<file path="src/logic/pvr_pkg.sv">
package pvr_pkg;

	localparam int ADDR_W = 16;                          // host bus address width
	localparam int DATA_W = 32;                          // bus data word
	localparam int STRB_W = DATA_W / 8;                  // one strobe per byte

	localparam logic [ADDR_W-1:0] PAL_BASE = 16'h1000;   // palette window, bit 12 set

	// control register offsets, one word each
	localparam logic [ADDR_W-1:0] ID_ADDR              = 16'h0000; // device id, read only
	localparam logic [ADDR_W-1:0] REVISION_ADDR        = 16'h0004; // revision, read only
	localparam logic [ADDR_W-1:0] SOFTRESET_ADDR       = 16'h0008; // core and ta soft reset
	localparam logic [ADDR_W-1:0] STARTRENDER_ADDR     = 16'h0014; // drawing start
	localparam logic [ADDR_W-1:0] PARAM_BASE_ADDR      = 16'h0020; // isp parameter base
	localparam logic [ADDR_W-1:0] REGION_BASE_ADDR     = 16'h002C; // region array base
	localparam logic [ADDR_W-1:0] VO_BORDER_COL_ADDR   = 16'h0040; // border colour
	localparam logic [ADDR_W-1:0] FB_W_LINESTRIDE_ADDR = 16'h004C; // fb line stride
	localparam logic [ADDR_W-1:0] FB_R_SOF1_ADDR       = 16'h0050; // fb read start
	localparam logic [ADDR_W-1:0] FB_W_SOF1_ADDR       = 16'h0060; // fb write start
	localparam logic [ADDR_W-1:0] FB_X_CLIP_ADDR       = 16'h0068; // pixel clip x
	localparam logic [ADDR_W-1:0] FB_Y_CLIP_ADDR       = 16'h006C; // pixel clip y
	localparam logic [ADDR_W-1:0] FPU_PARAM_CFG_ADDR   = 16'h007C; // parameter read control
	localparam logic [ADDR_W-1:0] TA_ALLOC_CTRL_ADDR   = 16'h0140; // object list alloc

	localparam logic [DATA_W-1:0] DEVICE_ID         = 32'h17FD11DB;
	localparam logic [DATA_W-1:0] REVISION_ID       = 32'h00000011;
	localparam logic [DATA_W-1:0] RST_FPU_PARAM_CFG = 32'h0027DF77;
	localparam logic [DATA_W-1:0] RST_TA_ALLOC_CTRL = 32'h00100303;
	localparam logic [DATA_W-1:0] RST_REGION_BASE   = 32'h001667C0;

	typedef enum logic [1:0] {
		OKAY   = 2'b00,
		SLVERR = 2'b10,                                  // write to a read-only word
		DECERR = 2'b11                                   // nobody claimed the address
	} resp_t;

	typedef struct packed {
		logic              valid;
		logic              write;                        // 1 write, 0 read
		logic [ADDR_W-1:0] addr;
		logic [DATA_W-1:0] wdata;
		logic [STRB_W-1:0] strb;
	} bus_req_t;

	typedef struct packed {
		logic              hit;                          // address decoded by this part
		logic              ro_violation;
		logic [DATA_W-1:0] rdata;
	} store_rsp_t;

	typedef struct packed {
		logic [DATA_W-1:0] param_base;
		logic [DATA_W-1:0] region_base;
		logic [DATA_W-1:0] fpu_param_cfg;
		logic [DATA_W-1:0] ta_alloc_ctrl;
	} parser_cfg_t;

	// merge the enabled bytes of new_word into old_word
	function automatic logic [DATA_W-1:0] apply_strb(input logic [DATA_W-1:0] old_word,
		input logic [DATA_W-1:0] new_word, input logic [STRB_W-1:0] strb);
		logic [DATA_W-1:0] merged;
		merged = old_word;
		for (int b = 0; b < STRB_W; b++) begin
			if (strb[b]) merged[8*b +: 8] = new_word[8*b +: 8];
		end
		return merged;
	endfunction

endpackage

</file>
<file path="src/logic/pvr_axi_slave.sv">
`timescale 1ns/1ps

module pvr_axi_slave #(
	parameter int ADDR_W = pvr_pkg::ADDR_W
) (
	input  logic                         clock,
	input  logic                         reset_n,
	// write address and data
	input  logic [ADDR_W-1:0]            s_awaddr_i,
	input  logic                         s_awvalid_i,
	output logic                         s_awready_o,
	input  logic [pvr_pkg::DATA_W-1:0]   s_wdata_i,
	input  logic [pvr_pkg::STRB_W-1:0]   s_wstrb_i,
	input  logic                         s_wvalid_i,
	output logic                         s_wready_o,
	// write response
	output pvr_pkg::resp_t               s_bresp_o,
	output logic                         s_bvalid_o,
	input  logic                         s_bready_i,
	// read address and data
	input  logic [ADDR_W-1:0]            s_araddr_i,
	input  logic                         s_arvalid_i,
	output logic                         s_arready_o,
	output logic [pvr_pkg::DATA_W-1:0]   s_rdata_o,
	output pvr_pkg::resp_t               s_rresp_o,
	output logic                         s_rvalid_o,
	input  logic                         s_rready_i,
	// storage side
	output pvr_pkg::bus_req_t            req_o,
	input  pvr_pkg::store_rsp_t          reg_rsp_i,
	input  pvr_pkg::store_rsp_t          pal_rsp_i
);
	import pvr_pkg::*;

	logic              wr_busy;         // write accepted, b not yet taken
	logic              rd_busy;         // read accepted, r not yet taken
	logic              aw_hs;
	logic              ar_hs;
	logic              b_hs;
	logic              r_hs;
	logic              rd_held;         // read lost the slot to a write this cycle
	logic [ADDR_W-1:0] rd_addr_q;
	logic              req_valid;
	logic              req_write;
	logic [ADDR_W-1:0] req_addr;
	logic [DATA_W-1:0] req_wdata;
	logic [STRB_W-1:0] req_strb;
	logic              ans_pend;        // storage answers this cycle
	logic              ans_write;       // ... and it belongs to the write channel
	logic              any_hit;
	logic [DATA_W-1:0] merged_data;
	resp_t             merged_resp;

	assign aw_hs = s_awvalid_i & s_wvalid_i & ~wr_busy;   // aw and w taken together
	assign ar_hs = s_arvalid_i & ~rd_busy;
	assign b_hs  = s_bvalid_o & s_bready_i;
	assign r_hs  = s_rvalid_o & s_rready_i;

	assign s_awready_o = aw_hs;
	assign s_wready_o  = aw_hs;
	assign s_arready_o = ar_hs;

	always_ff @(posedge clock or negedge reset_n) begin
		if (!reset_n) begin
			wr_busy    <= 1'b0;
			rd_busy    <= 1'b0;
			rd_held    <= 1'b0;
			req_valid  <= 1'b0;
			ans_pend   <= 1'b0;
			s_bvalid_o <= 1'b0;
			s_rvalid_o <= 1'b0;
		end else begin
			if (aw_hs) wr_busy <= 1'b1;
			else if (b_hs) wr_busy <= 1'b0;
			if (ar_hs) rd_busy <= 1'b1;
			else if (r_hs) rd_busy <= 1'b0;
			rd_held   <= aw_hs & ar_hs;                 // write goes first, read next cycle
			req_valid <= aw_hs | ar_hs | rd_held;
			ans_pend  <= req_valid;
			if (ans_pend & ans_write) s_bvalid_o <= 1'b1;
			else if (b_hs) s_bvalid_o <= 1'b0;
			if (ans_pend & ~ans_write) s_rvalid_o <= 1'b1;
			else if (r_hs) s_rvalid_o <= 1'b0;
		end
	end

	always_ff @(posedge clock) begin
		if (ar_hs) rd_addr_q <= s_araddr_i;
		if (aw_hs) begin
			req_write <= 1'b1;
			req_addr  <= s_awaddr_i;
			req_wdata <= s_wdata_i;
			req_strb  <= s_wstrb_i;
		end else if (rd_held | ar_hs) begin
			req_write <= 1'b0;
			req_addr  <= rd_held ? rd_addr_q : s_araddr_i;
			req_strb  <= '0;
		end
		ans_write <= req_write;
		if (ans_pend & ans_write) s_bresp_o <= merged_resp;   // held until bready
		if (ans_pend & ~ans_write) begin
			s_rresp_o <= merged_resp;
			s_rdata_o <= merged_data;
		end
	end

	assign req_o = '{valid: req_valid, write: req_write, addr: req_addr,
		wdata: req_wdata, strb: req_strb};

	// at most one part claims an address
	always_comb begin
		any_hit = reg_rsp_i.hit | pal_rsp_i.hit;
		if (reg_rsp_i.hit) merged_data = reg_rsp_i.rdata;
		else if (pal_rsp_i.hit) merged_data = pal_rsp_i.rdata;
		else merged_data = '0;                          // unmapped reads give zero
		if (!any_hit) merged_resp = DECERR;
		else if (reg_rsp_i.ro_violation | pal_rsp_i.ro_violation) merged_resp = SLVERR;
		else merged_resp = OKAY;
	end

endmodule

</file>
<file path="config.mk">
export PLATFORM = sky130hd
export DESIGN_NAME = pvr_axi_slave
export DESIGN_NICKNAME = d
export VERILOG_FILES = /design/src/logic/pvr_pkg.sv /design/src/logic/pvr_axi_slave.sv
export SDC_FILE = /design/constraint.sdc
export NUM_CORES = 1
export LEC_CHECK = 0
export BUFFER_PORTS_ARGS = -buffer_cell sky130_fd_sc_hd__buf_2
export CORE_ASPECT_RATIO = 0.7
export CORE_MARGIN = 4
export CORE_UTILIZATION = 40
export CTS_BUF_LIST = sky130_fd_sc_hd__clkbuf_8 sky130_fd_sc_hd__clkbuf_16
export DETAILED_ROUTE_END_ITERATION = 8
export GPL_TIMING_DRIVEN = 0
export PLACE_DENSITY_LB_ADDON = 0.12
export SLEW_MARGIN = 0
export SYNTH_ARGS = -nofsm -noshare
export SYNTH_HDL_FRONTEND = slang
export SYNTH_SLANG_ARGS = --single-unit
</file>
<file path="constraint.sdc">
create_clock -name clock -period 2.22 [get_ports clock]
set_clock_uncertainty 0.05 [all_clocks]
set_input_delay 0.111 -clock clock [delete_from_list [all_inputs] [get_ports clock]]
set_output_delay 0.111 -clock clock [all_outputs]
set_load 0.05 [all_outputs]
</file>
==> results of run 1 <==
cells in the mapped netlist (all sizes together):
cell      n
nand2     3
and2      6
a21o      3
edfxtp  104
dfrtp     7
nor2b     3
or3       3
buf       9
mux2     32
o31ai     1
o21ai     1
a22o     31
nor2      2
dfxtp     2
inv       4
a31oi     1
clkbuf    4
nand3b    1
stage by stage:
stage               setup WS (ns)  utilization, %  setup TNS [ns]
floorplan                -0.01632               -         -0.3264
detailed placement        -0.2487           54.62          -4.954
global placement          -0.2189           54.31          -4.347
kinds of logic after synthesis:
family                 count (synthesis)  synth area share, %
DFF                                  113                77.88
AOI/OAI and AO/OA                     37                7.297
muxes                                 32                9.632
and+or+nand+nor                       18                2.715
buffers and inverters                 17                2.481
==> results.md, run 1 <==
- Status: stopped before the end
- Fail Step: clock tree synthesis
- Stop Error: [ERROR RSZ-0060] Max buffer count reached.
- Sink Count: 113
- Yosys warns: 0
- Dpl cell area: 5678 um2
- Post-synthesis average cell area: 19.75 um2
- Routability cong.: 0.7257
- Ranking of synthesized cells by area: edfxtp_1, a22o_1, mux2_4
- H-Tree Depth: 4
- Synthesized flop and latch total: 113
- DPL Wire Length: ~8 mm
- Number of top-level pins: ~240
- Port bufs: 236
- Synth unique cells: 23
- Synth Instances: 217
- Sequential share of the synthesized area: 77.88%
- Synth area leader: edfxtp_1
- Dpl cells: 586
- Width of the chip: 131.7 um
- CTS root buf: clkbuf_16
- Post-CTS Resized: 1
- Total CTS buffers: 17
- Yosys top cell area share: 72.85%
- Die span in y: 94.61 um
- Syn Nets: 360
- # hold bufs at CTS: 124
- Post-CTS Setup Inserts: 0
- Clock Path Buffers: 2
- Starting density of the core: between 40% and 50%
- Cell Rows: 31
- Cell Area, Synth: 4287 um2
==> run 2: changes to the inputs <==
--- a/config.mk
+++ b/config.mk
@@ -6,13 +6,11 @@
 export NUM_CORES = 1
 export LEC_CHECK = 0
 export BUFFER_PORTS_ARGS = -buffer_cell sky130_fd_sc_hd__buf_2
-export CORE_ASPECT_RATIO = 0.7
 export CORE_MARGIN = 4
-export CORE_UTILIZATION = 40
-export CTS_BUF_LIST = sky130_fd_sc_hd__clkbuf_8 sky130_fd_sc_hd__clkbuf_16
+export CORE_UTILIZATION = 34
 export DETAILED_ROUTE_END_ITERATION = 8
 export GPL_TIMING_DRIVEN = 0
-export PLACE_DENSITY_LB_ADDON = 0.12
+export PLACE_DENSITY_LB_ADDON = 0.15
 export SLEW_MARGIN = 0
 export SYNTH_ARGS = -nofsm -noshare
 export SYNTH_HDL_FRONTEND = slang
==> constraint.sdc (replaced) <==
create_clock -name clock -period 2.9 [get_ports clock]
set_clock_uncertainty 0.05 [all_clocks]
set_input_delay 0.145 -clock clock [delete_from_list [all_inputs] [get_ports clock]]
set_output_delay 0.145 -clock clock [all_outputs]
set_load 0.05 [all_outputs]
==> run 2 against run 1 <==
Effect of this change:
- the flow now finishes without violations
- area after synthesis stayed put
- synthesized cell count stayed put
==> results.md, run 2 <==
- Status: complete, no violations
- Port bufs: 236
- Overall routing resource usage: between 15 and 20%
- # diodes: 0
- Worst hold start: reg_rsp_i[4]
- Pleak: 3.245 nW
- Synthesized flop and latch total: approximately 110
- List of most frequent post-synthesis cells: edfxtp_1, a22o_1, mux2_2
- Dpl cell area: 5703 um2
- GRT overflow: 0
- Width of the chip: 120.3 um
- Synth unique cells: 23
- Pwr per Cell Area: between 700 and 800 nW/um2
- Hold crit path type: primary input to flip-flop
- H-Tree Depth: 4
- Via count: 3428
- Hold Path End: s_rdata_o[4]$_DFFE_PP_
- Starting density of the core: a little over a third
- Total DRC errors in the routed layout: 0
- DR vias/cell: 4.429
- Biggest regs: req_wdata x32, s_rdata_o x32
- Total CTS buffers: 17
- Clock Path Buffers: 2
- Endpoint class of the critical path: flip-flop
- Die ar.: 14470 um2
- Ranking of synthesized cells by area: edfxtp_1, a22o_1, mux2_4
- CP Cell Sequence: nand3b_4 > clkinvlp_4 > or3_2
- Clk Latency, worst-skew pair: around 0.40 ns
- Crit path DAT: 2.66 ns
- Worst reg2reg setup slack: 0.25 ns
- Fmax: 0.3774 GHz
- Core Region: 12160 um2
- Hold Vio Cnt, Final: 0
- Most common cell in the netlist: edfxtp_1
- Post-synthesis average cell area: around 20 um2
- Routability cong.: 0.7359
- Cell Rows: 40
- Worst slew pin tran: 0.9631 ns
- Buf/Inv on CP: 1
- Max incr delay on CP: 1.00 ns
- First-pass GRT wire length: 19.44 mm
- Max-slew violations: 0
- TritonCTS clock tree: yes
- Critical path class: flip-flop to flip-flop
- Dpl cells: 622
- Nets: 737
- Post-synth top flop: edfxtp_1
- CTS root buf: clkbuf_16
- FFs w/ async S/R, synth: 6.195%
- Largest net degree at the start of global routing: 43
- Setup violators final: 0
- Period Utilization, post-route: roughly nine tenths
- Most common cell after layout, fill and taps aside: buf_2
- Crit-path max FO: 42
- Number of top-level pins: 238
- Post-synth EDFFs: 104
- R2R Path Start: wr_busy$_DFFE_PN0P_
- R2r worst-path depth: 3
- Post-CTS Setup Inserts: 0
- Final WS setup: 0.2503 ns
- CP max stage cell: or3_2
- Sink Count: 113
- Cell Area, Synth: 4287 um2
- Non-Filler Instances: 774
- Design area: 7452 um2
- Clock Pin Slew Worst Setup and Hold Paths: 0.05 ns
- Initial antenna violation count: 0
- Drt wl/cell: 16.38 um
- Worst vdd ir: 0.4436 mV
- 1st-pass router iterations: 4
- Reg2reg end: req_addr[12]$_DFFE_PP_
- DPL Wire Length: 8.222 mm
- Most frequent cells in the layout: buf_2, dlygate4sd3_1, edfxtp_1
- RSZ-0062 raised after global routing: no
- Die span in y: 120.3 um
- Synth Instances: 217
- Slew headroom: 35.66%
- Max-cap violations: 0
- Sequential share of the synthesized area: 77.88%
- Hold depth: 2
- Yosys top cell area share: 72.85%
- Yosys warns: 0
- Routed WL: 12.68 mm
- Setup WS pre-CTS: approximately 0.043 ns
- Syn Nets: between 300 and 400
- Vias in the first global route: around 3700
- Detail Route Antenna Nets: 0
- First DRT Iteration DRCs: around 200
- Cell family with most CP delay: simple AND/OR/NAND/NOR gates
- Final min period: about 2.6 ns
- Share of layout cells above drive strength 1: 50.50%
- CP Launch Type: flip-flop
- Critical Path RT: 2.91 ns
- Area growth, synth to finish: 73.85%
- Synth area leader: edfxtp_1
## run 2: cell counts after synthesis
Identical to the previous run, type by type.
## run 2: final cells by class
class	count	area, um2
Buffer	13	91.34
Timing Repair Buffer	358	2407
Multi-Input combinational cell	87	852.1
Fill cell	921	4710
Sequential cell	113	3338
Inverter	4	18.77
Tap cell	168	210.2
Clock inverter	10	93.84
Clock buffer	21	440.4
## run 2: report_power, final
| part | switching [mW] | internal [mW] |
|---|---|---|
| sequential | 0.0722 | 2.08 |
| clock | 0.658 | 1.23 |
| combinational | 0.970 | 0.455 |
| total | 1.70 | 3.77 |
## run 2: how the worst max path moves through the flow
stage,startpoint,endpoint,slack (ns),cells after the start
floorplan,rd_busy$_DFFE_PN0P_,req_addr[0]$_DFFE_PP_,0.07,2
global placement,ans_pend$_DFF_PN0_,s_rdata_o[2]$_DFFE_PP_,-0.13,1
detailed placement,wr_busy$_DFFE_PN0P_,req_addr[4]$_DFFE_PP_,0.04,3
CTS,wr_busy$_DFFE_PN0P_,req_addr[12]$_DFFE_PP_,0.17,3
global route,wr_busy$_DFFE_PN0P_,req_addr[12]$_DFFE_PP_,0.03,3
finish,wr_busy$_DFFE_PN0P_,req_addr[12]$_DFFE_PP_,0.25,3
## run 2: cell families after synthesis
family          after synthesis  share of synthesized area, %
flops                       113                         77.88
buf+inv                      17                         2.481
mux                          32                         9.632
compound gates               37                         7.297
simple gates                 18                         2.715
## run 2: per-layer routing
metal / routed length (um) / vias to the layer above / track usage (%)
met5: 0 / - / 0
li1: - / 1616 / -
met4: 249 / 0 / 6.516
met1: 4826 / 1637 / 18.79
met3: 1009 / 20 / 6.408
met2: 6594 / 155 / 31.68
## run 2: timing repair
action                                 CTS  global route
resized for setup                        1             0
endpoints found under the hold margin  107             0
hold buffers                           121             0
setup endpoints to repair                1             0
## run 2: through the flow
step / setup TNS (ns) / hold WS [ns] / total power [mW] / utilization [%]
after CTS: 0 / 0.001097 / 5.526 / 61.28
after floorplan: 0 / -0.2006 / 3.092 / -
after global placement: -4.524 / -0.05710 / 3.446 / 46.69
after global routing: 0 / 0.002583 / 5.699 / 61.28
final: 0 / 0.01619 / 5.473 / 61.28
after detailed placement: 0 / -0.05683 / 3.475 / 46.89
Power figures use the tool's default switching activity.
==> run 3: changes to the inputs <==
--- a/config.mk
+++ b/config.mk
@@ -7,7 +7,7 @@
 export LEC_CHECK = 0
 export BUFFER_PORTS_ARGS = -buffer_cell sky130_fd_sc_hd__buf_2
 export CORE_MARGIN = 4
-export CORE_UTILIZATION = 34
+export CORE_UTILIZATION = 44
 export DETAILED_ROUTE_END_ITERATION = 8
 export GPL_TIMING_DRIVEN = 0
 export PLACE_DENSITY_LB_ADDON = 0.15
==> run 3 against run 2 <==
Effect of this change:
- the flow now stops in clock tree synthesis
- synthesized cell count stayed put
- area after synthesis stayed put
==> results.md, run 3 <==
- Status: stopped before the end
- Fail Step: clock tree synthesis
- Stop Error: [ERROR RSZ-0060] Max buffer count reached.
- Number of top-level pins: 238
- DPL Wire Length: between 8 and 9 mm
- Synthesized flop and latch total: 113
- Starting density of the core: 45.74%
- Post-synth top flop: edfxtp_1
- Cell Area, Synth: 4287 um2
- Sink Count: around 110
- Routability cong.: 0.7437
- Synth Instances: 217
- # hold bufs at CTS: 125
- Synth area leader: edfxtp_1
- Post-CTS Resized: 1
- Post-synth EDFFs: 104
- Width of the chip: 106.7 um
- Dpl cells: 583
- Syn Nets: 360
- Post-CTS Setup Inserts: 0
- List of most frequent post-synthesis cells: edfxtp_1, a22o_1, mux2_2
- Port bufs: around 240
- CTS root buf: clkbuf_8
- Die span in y: 106.7 um
- Clock Path Buffers: 2
- FFs w/ async S/R, synth: a little over 6%
- Ranking of synthesized cells by area: edfxtp_1, a22o_1, mux2_4
- Synth unique cells: 23
- Dpl cell area: about 5700 um2
- Most common cell in the netlist: edfxtp_1
- Yosys top cell area share: between 70% and 80%
- Post-synthesis average cell area: between 15 and 20 um2
- H-Tree Depth: 4
- Total CTS buffers: 17
- Yosys warns: 0
- Cell Rows: 35
- Setup WS pre-CTS: between 0.09 and 0.1 ns
- Sequential share of the synthesized area: 77.88%
==> run 3: cell counts after synthesis <==
Identical to the previous run, type by type.
==> run 3: cell families after synthesis <==
group,Yosys count,synth area share (%)
mux,32,9.632
buf+inv,17,2.481
compound gates,37,7.297
flops,113,77.88
simple gates,18,2.715
==> run 3: through the flow <==
stage,setup TNS (ns),hold WS (ns)
3_5_place_dp,0,-0.05704
3_3_place_gp,-3.718,-0.05896
2_1_floorplan,0,-0.2006
